## config.mk

```make
export PLATFORM = sky130hd
export DESIGN_NAME = spi_ac_monitor
export DESIGN_NICKNAME = d
export VERILOG_FILES = /design/src/source/spi_timing_pkg.sv /design/src/source/limit_regs.sv /design/src/source/pin_sampler.sv /design/src/source/spi_ac_monitor.sv /design/src/source/timing_checker.sv
export VERILOG_INCLUDE_DIRS = /design/src /design/src/source
export SDC_FILE = /design/constraint.sdc
export NUM_CORES = 1
export LEC_CHECK = 0
export ABC_AREA = 1
export BUFFER_PORTS_ARGS = -buffer_cell sky130_fd_sc_hd__buf_2
export CORE_MARGIN = 5
export CORE_UTILIZATION = 46
export DETAILED_ROUTE_END_ITERATION = 7
export PLACE_DENSITY = 0.63
export SLEW_MARGIN = 10
export SYNTH_ARGS = -nofsm -noshare
export SYNTH_HDL_FRONTEND = slang
export SYNTH_SLANG_ARGS = --single-unit
```

## constraint.sdc

```tcl
create_clock -name c -period 2.55 [get_ports c]
set_input_delay 0.6375 -clock c [delete_from_list [all_inputs] [get_ports c]]
set_output_delay 0.6375 -clock c [all_outputs]
set_load 0.005 [all_outputs]
```

## src/source/spi_timing_settings.svh

```systemverilog
// ----------------------------------------
// Serial flash AC monitor settings
// Count widths and default minimum limits
// ----------------------------------------
`ifndef SPI_TIMING_SETTINGS_SVH
`define SPI_TIMING_SETTINGS_SVH

// Interval counters and limits in cycles of c
`define SPI_CNT_W 8

// Configuration register address width
`define SPI_CFG_AW 4

// Default minimum intervals in cycles
`define SPI_DEF_SHSL 10
`define SPI_DEF_SLCH 3
`define SPI_DEF_CHSH 3
`define SPI_DEF_DVCH 2
`define SPI_DEF_CHDX 2
`define SPI_DEF_CH 4
`define SPI_DEF_CL 4
`define SPI_DEF_TC 10
`define SPI_DEF_TR 14

`endif

```

## src/source/spi_timing_pkg.sv

```systemverilog
// ----------------------------------------
// Serial flash AC monitor types
// Counts, limits, pin events and FSM states
// ----------------------------------------
`include "spi_timing_settings.svh"

package spi_timing_pkg;

   typedef logic [`SPI_CNT_W-1:0] cycle_cnt_t;
   typedef logic [`SPI_CFG_AW-1:0] cfg_addr_t;

   // One bit per check
   typedef logic [7:0] viol_t;

   localparam int V_SHSL = 0;
   localparam int V_SLCH = 1;
   localparam int V_CHSH = 2;
   localparam int V_DVCH = 3;
   localparam int V_CHDX = 4;
   localparam int V_CH = 5;
   localparam int V_CL = 6;
   localparam int V_PERIOD = 7;

   // Field order is also the register address order
   typedef struct packed {
      cycle_cnt_t shsl;
      cycle_cnt_t slch;
      cycle_cnt_t chsh;
      cycle_cnt_t dvch;
      cycle_cnt_t chdx;
      cycle_cnt_t ch;
      cycle_cnt_t cl;
      cycle_cnt_t tc;
      cycle_cnt_t tr;
   } limits_t;

   typedef struct packed {
      logic sck;
      logic cs_n;
      logic d;
      logic read_op;
      logic sck_rise;
      logic sck_fall;
      logic cs_fall;
      logic cs_rise;
      logic d_chg;
   } pin_event_t;

   typedef enum logic [1:0] {
      DESELECTED,
      WAIT_FIRST_RISE,
      SELECTED
   } sel_state_t;

endpackage

```

## src/source/limit_regs.sv

```systemverilog
// ----------------------------------------
// Monitor configuration registers
// Minimum limits and sticky violation status
// ----------------------------------------
`timescale 1ns/1ps
`include "spi_timing_settings.svh"

module limit_regs
(
   input  logic                       c,
   input  logic                       rst_n,
   input  logic                       cfg_we,
   input  spi_timing_pkg::cfg_addr_t  cfg_addr,
   input  spi_timing_pkg::cycle_cnt_t cfg_wdata,
   input  logic                       clr,
   input  spi_timing_pkg::viol_t      viol,
   output spi_timing_pkg::limits_t    lim,
   output spi_timing_pkg::viol_t      status
);
   import spi_timing_pkg::*;

   localparam limits_t LIM_DEFAULT = '{
      shsl: cycle_cnt_t'(`SPI_DEF_SHSL),
      slch: cycle_cnt_t'(`SPI_DEF_SLCH),
      chsh: cycle_cnt_t'(`SPI_DEF_CHSH),
      dvch: cycle_cnt_t'(`SPI_DEF_DVCH),
      chdx: cycle_cnt_t'(`SPI_DEF_CHDX),
      ch:   cycle_cnt_t'(`SPI_DEF_CH),
      cl:   cycle_cnt_t'(`SPI_DEF_CL),
      tc:   cycle_cnt_t'(`SPI_DEF_TC),
      tr:   cycle_cnt_t'(`SPI_DEF_TR)
   };

   limits_t lim_q;
   viol_t   status_q;

   // Limit writes by address 0 to 8 in field order
   always_ff @(posedge c)
   begin
      if (!rst_n)
         lim_q <= LIM_DEFAULT;
      else if (cfg_we)
      begin
         case (cfg_addr)
            0: lim_q.shsl <= cfg_wdata;
            1: lim_q.slch <= cfg_wdata;
            2: lim_q.chsh <= cfg_wdata;
            3: lim_q.dvch <= cfg_wdata;
            4: lim_q.chdx <= cfg_wdata;
            5: lim_q.ch <= cfg_wdata;
            6: lim_q.cl <= cfg_wdata;
            7: lim_q.tc <= cfg_wdata;
            8: lim_q.tr <= cfg_wdata;
            default: ;
         endcase
      end
   end

   // Sticky status where a pulse in the clear cycle still lands
   always_ff @(posedge c)
   begin
      if (!rst_n)
         status_q <= '0;
      else
         status_q <= (clr ? viol_t'(0) : status_q) | viol;
   end

   assign lim = lim_q;
   assign status = status_q;

endmodule

```

## src/source/pin_sampler.sv

```systemverilog
// ----------------------------------------
// Bus pin sampler
// Synchronizes sck, cs_n, d and read_op
// and flags their edges one flop later
// ----------------------------------------
`timescale 1ns/1ps

module pin_sampler
(
   input  logic                       c,
   input  logic                       rst_n,
   input  logic                       sck,
   input  logic                       cs_n,
   input  logic                       d,
   input  logic                       read_op,
   output spi_timing_pkg::pin_event_t ev
);
   import spi_timing_pkg::*;

   // Bus at rest in bit order {read_op, d, cs_n, sck}
   localparam logic [3:0] PINS_IDLE = 4'b0010;
   localparam pin_event_t EV_IDLE = '{cs_n: 1'b1, default: 1'b0};

   logic [3:0] sync1;
   logic [3:0] sync2;
   pin_event_t ev_d;
   pin_event_t ev_q;

   // Two-flop synchronizers
   always_ff @(posedge c)
   begin
      if (!rst_n)
      begin
         sync1 <= PINS_IDLE;
         sync2 <= PINS_IDLE;
      end
      else
      begin
         sync1 <= {read_op, d, cs_n, sck};
         sync2 <= sync1;
      end
   end

   // Levels in ev_q are the delayed copy the edges are taken against
   always_comb
   begin
      ev_d.sck = sync2[0];
      ev_d.cs_n = sync2[1];
      ev_d.d = sync2[2];
      ev_d.read_op = sync2[3];
      ev_d.sck_rise = sync2[0] & ~ev_q.sck;
      ev_d.sck_fall = ~sync2[0] & ev_q.sck;
      ev_d.cs_fall = ~sync2[1] & ev_q.cs_n;
      ev_d.cs_rise = sync2[1] & ~ev_q.cs_n;
      ev_d.d_chg = sync2[2] ^ ev_q.d;
   end

   always_ff @(posedge c)
   begin
      if (!rst_n)
         ev_q <= EV_IDLE;
      else
         ev_q <= ev_d;
   end

   assign ev = ev_q;

endmodule

```

## src/source/spi_ac_monitor.sv

```systemverilog
// ----------------------------------------
// Serial flash AC timing monitor
// Sampler, checker and register block
// ----------------------------------------
`timescale 1ns/1ps

module spi_ac_monitor
(
   input  logic                       c,
   input  logic                       rst_n,
   input  logic                       sck,
   input  logic                       cs_n,
   input  logic                       d,
   input  logic                       read_op,
   input  logic                       cfg_we,
   input  spi_timing_pkg::cfg_addr_t  cfg_addr,
   input  spi_timing_pkg::cycle_cnt_t cfg_wdata,
   input  logic                       clr,
   output spi_timing_pkg::viol_t      viol,
   output spi_timing_pkg::viol_t      status
);
   import spi_timing_pkg::*;

   pin_event_t ev;
   limits_t    lim;

   pin_sampler u_sampler
   (
      .c       (c),
      .rst_n   (rst_n),
      .sck     (sck),
      .cs_n    (cs_n),
      .d       (d),
      .read_op (read_op),
      .ev      (ev)
   );

   timing_checker u_checker
   (
      .c     (c),
      .rst_n (rst_n),
      .ev    (ev),
      .lim   (lim),
      .viol  (viol)
   );

   limit_regs u_regs
   (
      .c         (c),
      .rst_n     (rst_n),
      .cfg_we    (cfg_we),
      .cfg_addr  (cfg_addr),
      .cfg_wdata (cfg_wdata),
      .clr       (clr),
      .viol      (viol),
      .lim       (lim),
      .status    (status)
   );

endmodule

```

## src/source/timing_checker.sv

```systemverilog
// ----------------------------------------
// AC timing checker
// Measures pin event intervals in cycles
// and flags those below their minimum
// ----------------------------------------
`timescale 1ns/1ps

module timing_checker
(
   input  logic                       c,
   input  logic                       rst_n,
   input  spi_timing_pkg::pin_event_t ev,
   input  spi_timing_pkg::limits_t    lim,
   output spi_timing_pkg::viol_t      viol
);
   import spi_timing_pkg::*;

   // Interval counter slots
   localparam int N_CNT = 5;
   localparam int K_RISE = 0;
   localparam int K_FALL = 1;
   localparam int K_CSR = 2;
   localparam int K_CSF = 3;
   localparam int K_D = 4;

   localparam cycle_cnt_t CNT_MAX = '1;

   cycle_cnt_t       cnt [N_CNT];
   logic [N_CNT-1:0] restart;
   sel_state_t       state;
   sel_state_t       state_nx;
   logic             d_low_chg;
   logic             first_rise;
   logic             selected;
   cycle_cnt_t       period_lim;
   viol_t            viol_nx;
   viol_t            viol_q;

   // ----------------------------------------
   // Cycles since each pin event
   // ----------------------------------------
   assign restart = {ev.d_chg, ev.cs_fall, ev.cs_rise, ev.sck_fall, ev.sck_rise};

   // Saturate so a long idle never wraps into a short interval
   always_ff @(posedge c)
   begin
      for (int i = 0; i < N_CNT; i++)
      begin
         if (!rst_n)
            cnt[i] <= CNT_MAX;
         else if (restart[i])
            cnt[i] <= cycle_cnt_t'(1);
         else if (cnt[i] != CNT_MAX)
            cnt[i] <= cnt[i] + cycle_cnt_t'(1);
      end
   end

   // ----------------------------------------
   // Select phase FSM
   // ----------------------------------------
   always_comb
   begin
      state_nx = state;
      if (ev.cs_rise)
         state_nx = DESELECTED;
      else if (ev.cs_fall)
         state_nx = WAIT_FIRST_RISE;
      else if (ev.sck_rise && state == WAIT_FIRST_RISE)
         state_nx = SELECTED;
   end

   always_ff @(posedge c)
   begin
      if (!rst_n)
         state <= DESELECTED;
      else
         state <= state_nx;
   end

   // Data moved during the current clock low phase
   always_ff @(posedge c)
   begin
      if (!rst_n)
         d_low_chg <= 1'b0;
      else if (ev.sck_rise || ev.cs_rise)
         d_low_chg <= 1'b0;
      else if (ev.d_chg && !ev.sck && !ev.cs_n)
         d_low_chg <= 1'b1;
   end

   // ----------------------------------------
   // Minimum interval checks
   // ----------------------------------------
   assign first_rise = ev.sck_rise && (state == WAIT_FIRST_RISE);
   assign selected = (state == SELECTED);
   assign period_lim = ev.read_op ? lim.tr : lim.tc;

   always_comb
   begin
      viol_nx[V_SHSL] = ev.cs_fall && (cnt[K_CSR] < lim.shsl);
      // First rise measures select setup and later rises the clock period
      viol_nx[V_SLCH] = first_rise && (cnt[K_CSF] < lim.slch);
      viol_nx[V_CHSH] = ev.cs_rise && selected && (cnt[K_RISE] < lim.chsh);
      viol_nx[V_DVCH] = ev.sck_rise && d_low_chg && (cnt[K_D] < lim.dvch);
      viol_nx[V_CHDX] = ev.d_chg && ev.sck && !ev.cs_n && (cnt[K_RISE] < lim.chdx);
      viol_nx[V_CH] = ev.sck_fall && selected && (cnt[K_RISE] < lim.ch);
      viol_nx[V_CL] = ev.sck_rise && selected && (cnt[K_FALL] < lim.cl);
      viol_nx[V_PERIOD] = ev.sck_rise && selected && (cnt[K_RISE] < period_lim);
   end

   // One-cycle pulses a cycle after the closing event
   always_ff @(posedge c)
   begin
      if (!rst_n)
         viol_q <= '0;
      else
         viol_q <= viol_nx;
   end

   assign viol = viol_q;

endmodule

```

# After elaboration in Yosys (flattened, before gate mapping)
# Memories as Yosys holds them, arrays and structs flattened.
# Index checks and enable logic that the tools add are counted.
[word_totals]
memories = 1
input_bits = 20
regBits = 108
out_inout_bits = 16
wordCells = 159
mem_bits_rw = 40
[mem_list]
columns = ["memory", "words", "word_bits", "read_ports", "rd_ports_with_merged_regs", "wr", "line_no", "source"]
rows = [
  ["u_checker.cnt", 5, 8, 5, 0, 5, "timing_checker.sv:28", "cycle_cnt_t cnt [N_CNT];"],
]
[op_classes]
magnitude_cmp = 8
muxes = 50
reduce_logical = 34
n_eq_ne = 15
addsub = 5
bitwise_logic = 21
[ops]
columns = ["op", "n"]
rows = [
  ["$mux 8", 12],
  ["$lt 8x8->1", 8],
  ["$add 8x1->8 const B", 5],
  ["$ne 8x8->1 const B", 5],
  ["$mux 1", 38],
  ["$reduce_and 2->1", 9],
  ["$logic_and 1x1->1", 17],
  ["$eq 4x3->1 const B", 4],
  ["$or 1x1->1", 10],
  ["$eq 4x2->1 const B", 2],
  ["$or 8x8->8", 1],
  ["$not 1->1", 5],
  ["$and 1x1->1", 4],
  ["$eq 4x1->1 const B", 1],
  ["$eq 4x4->1 const B", 1],
  ["$logic_not 4->1", 1],
  ["$reduce_or 2->1", 2],
  ["$reduce_or 3->1", 1],
  ["$eq 2x1->1 const B", 1],
  ["$eq 2x2->1 const B", 1],
  ["$logic_not 1->1", 2],
  ["$reduce_bool 2->1", 1],
  ["$logic_or 1x1->1", 1],
  ["$xor 1x1->1", 1],
]

# Longest topological paths before layout
# An unclocked memory read counts as a cell.
[depth]
ltp_word = 7
mapped_depth = 11
ltp_nobuf = 10

# Modules after synthesis
# A second synthesis with hierarchy kept.
[unflattened]
cells_unflattened = 1009
hier_area_um2 = 7813.7
[by_module_without_submodules]
columns = ["mod", "cells_per_inst", "n_inst", "area_each_um2"]
rows = [
  ["timing_checker", 510, 1, 4119.0],
  ["limit_regs", 446, 1, 3173.0],
  ["pin_sampler", 53, 1, 521.8],
]

# Least setup slack after synthesis
# OpenSTA, ideal clock, no wires.
[synth_timing]
path_kind = "input to register"
startpoint = "in rst_n"
endpoint = "mem u_checker.cnt[4][0] (netlist name), enable pin"
path_buffers = 1
cell_stages = 5
setup_ps = 337
path_slack_ps = 838
t_arrival_ps = 1376
cell_sequence = "buf_4 -> inv_4 -> nor2_1 -> o21ai_4 -> nand3_1"
[synth_rtl]
columns = ["item", "line_no", "source"]
rows = [
  ["from (decl)", "spi_ac_monitor.sv:10", "input logic rst_n,"],
  ["to (decl)", "timing_checker.sv:28", ""],
]

==> flow_summary.ini <==
[status]
outcome = completed

[floorplan]
die_area_sq_um = 18600
coreArea_sq_um = 15800
die_x_um = 136
die_y_um = 136
start_util_pct = 46.5
io_pins = 36
std_cell_rows = 46

[clock_network]
clk_root_buffer_cell = clkbuf_16
clk_latency_ns = 0.43
post_cts_buffers = 0
numCtsBuffers = 17
cts_tree = built
hold_buffers = 0
clk_pin_slew_ns = 0.06
cts-resized-gates = 0
htree_num_levels = 4
cts_buffer_depth = 2
numClockSinks = 148

[synth]
synth_edf_count = 40
syn_inst = 857
syn-num-nets = 938
netlist_area_sq_um = 7330
synth_cell_type_count = 42
ys_ff_latch = 148
synth_flop_cell = dfxtp_1
yosysWarnings = 0
async_flop_share_pct = 0
avgSynthCellArea_sq_um = 8.56
ys_seq_area_share_pct = 45.9

[route]
vias = 5554
wl_per_cell_um = 14.2
finalWirelength_um = 15900
drc_errors = 0
first_iter_violations = 342
detailedRoute.firstPassIterationCount = 5
vias_per_cell = 4.95
drtAntennaViolNets = 0

[sta]
fin_crit_sh_pct = 73.3
period_minus_slack_ns = 1.87
rsz0062_at_grt = false
setup_tns_ns = 0
finClkSkew_ns = 0.00815
finalWorstSetupSlack_ns = 0.681
slew_headroom_pct = 68.0
hold_slack_ns = 0.391
hold_viol = 0
maxSlewViolCount = 0
finalSetupViolCount = 0
tightest_slew_ns = 0.478
clock.fmax_mhz = 535

[finish]
syn2layout_area_growth_pct = 13.4
diodes = 0
layout-drive-gt1-share_pct = 13.4
fillCellCount = 1548
nets = 974

[global_routing]
grt_max_degree = 32
overflow = 0
grt_pass1_wl_um = 26600
track_usage_pct = 18.6
grt_pass1_vias = 5346
antenna_found_initial = 0

[power]
vdd.ir_drop.worst_v = 0.000485
power_density_nw_per_um2 = 737
leakagePower_nw = 3.54

[setup_path]
cp_top_family = simple AND/OR/NAND/NOR gates
startpoint_type = register
critPathBufInv = 1
path_max_fanout = 8
crit_slowest_cell = edfxtp_1
worstPathCellList = ha_1, nand4_1, nor2_2, inv_1, o21ai_4, nand3_1
arrival_ns = 1.94
crit_path_max_incr_delay_ns = 0.38
crit_required_ns = 2.62
critPathCaptureType = register
crit_type = register to register

[place]
preCtsSetupSlack_ns = 0.567
place.gp.congestion = 0.826
io_buffers = 35
dp_hpwl_um = 11200

[job]
drv_cap = 0

[min_path]
hp-class = primary input to register
-- registers in the layout, summed over array words and instances, names as in the netlist --
register	cells
u_regs.lim	72
u_checker.cnt	40
u_sampler.ev	9
u_checker.viol	8
u_regs.status	8
u_sampler.sync1	4
u_sampler.sync2	4
u_checker.state	2
u_checker.d_low_chg	1
-- Yosys cell counts, drive strengths merged (9+ instances only) --
master | count | share of area, %
a21oi | 85 | 6.1
buf | 12 | 1.5
clkbuf | 11 | 0.56
dfxtp | 108 | 29
edfxtp | 40 | 16
ha | 61 | 10
inv | 126 | 6.5
nand2 | 140 | 7.4
nand3 | 36 | 2.5
nor2 | 81 | 5.1
nor3 | 9 | 0.75
o21ai | 91 | 6.8
xor2 | 13 | 1.6
-- path summary, 6_finish.rpt --
path | startpoint | end | slack [ns] | cells past startpoint
setup / recovery | u_checker.cnt[4][0] | u_checker.cnt[4][0] | 0.68 | 6
setup reg to reg | u_checker.cnt[4][0] | u_checker.cnt[4][0] | 0.68 | 6
hold / removal | read_op | u_sampler.sync1[3] | 0.39 | 3
hold reg to reg | u_sampler.sync2[3] | u_sampler.ev[5] | 0.41 | 2
-- report_power, final --
group | internal [mW] | total, mW | leakage, nW | switching, mW
clock network | 1.71 | 2.71 | 0.311 | 0.998
logic | 0.286 | 0.725 | 1.96 | 0.439
registers | 2.56 | 2.69 | 1.26 | 0.132
total | 4.56 | 6.13 | 3.54 | 1.57
-- logic make-up after synthesis --
logic type                 Yosys count  synth area share, %
and+or+nand+nor                    276                 17.0
AOI/OAI and AO/OA                  198                 15.1
buffers and inverters              149                 8.51
DFF                                148                 45.9
adders and majority gates           61                 10.4
xor gates and xnor gates            18                 2.15
muxes                                7                0.955
-- routing by layer --
| metal | vias to the layer above | GRT usage, % | part of all wire (%) |
|---|---|---|---|
| met4 | 0 | 5.99 | 1.5 |
| met1 | 2521 | 25.3 | 50 |
| met3 | 22 | 4.77 | 4.7 |
| met2 | 102 | 28.9 | 44 |
| met5 | - | 0 | 0 |
| li1 | 2909 | - | - |
-- stage by stage --
step | cell area, sq um | power (mW) | utilization (%) | instances
floorplan | 7330 | 3.26 | - | 857
global placement | 7670 | 3.46 | 48.6 | 1090
detailed placement | 7670 | 3.47 | 48.6 | 1090
CTS | 8320 | 6.19 | 52.7 | 1122
global route | 8320 | 6.44 | 52.7 | 1122
finish | 8320 | 6.13 | 52.7 | 1122
-- area by class of cell --
cell class | count | area, sq um | area share (%)
inverter | 126 | 475 | 5.72
tap | 216 | 270 | 3.25
timing repair buffer | 40 | 213 | 2.56
clock buffer | 21 | 504 | 6.06
multi-input combinational | 560 | 3350 | 40.2
sequential | 148 | 3360 | 40.4
clock inverter | 11 | 143 | 1.72
-- tightest hold or removal path, delay by kind of cell --
| kind | cells | cell delay, ns |
|---|---|---|
| simple gates | 1 | 0.04 |
| buf+inv | 2 | 0.11 |
-- cells in the final DEF, fill, tap and decap left out, types with 3 or more instances in the layout --
cell        synthesis  layout
a211oi_1            3       3
a21oi_1            80      80
a21oi_2             5       5
buf_2               2      35
buf_4               4       5
bufinv_16           0       3
clkbuf_16           0      20
clkinv_2            0       3
clkinvlp_4          0       3
dfxtp_1           108     108
edfxtp_1           40      40
ha_1               61      61
inv_1             114     114
inv_2              11      11
mux2i_1             7       7
nand2_1           136     136
nand2_2             3       3
nand3_1            36      36
nand4_1             3       3
nor2_1             70      70
nor2_4              9       9
nor3_1              7       7
o211ai_1            7       7
o21a_1              5       5
o21ai_0            64      64
o21ai_1            18      18
o21ai_2             8       8
o31ai_1             3       3
xnor2_1             5       5
xor2_1             13      13
No activity file was read; power rests on OpenSTA's default activity.
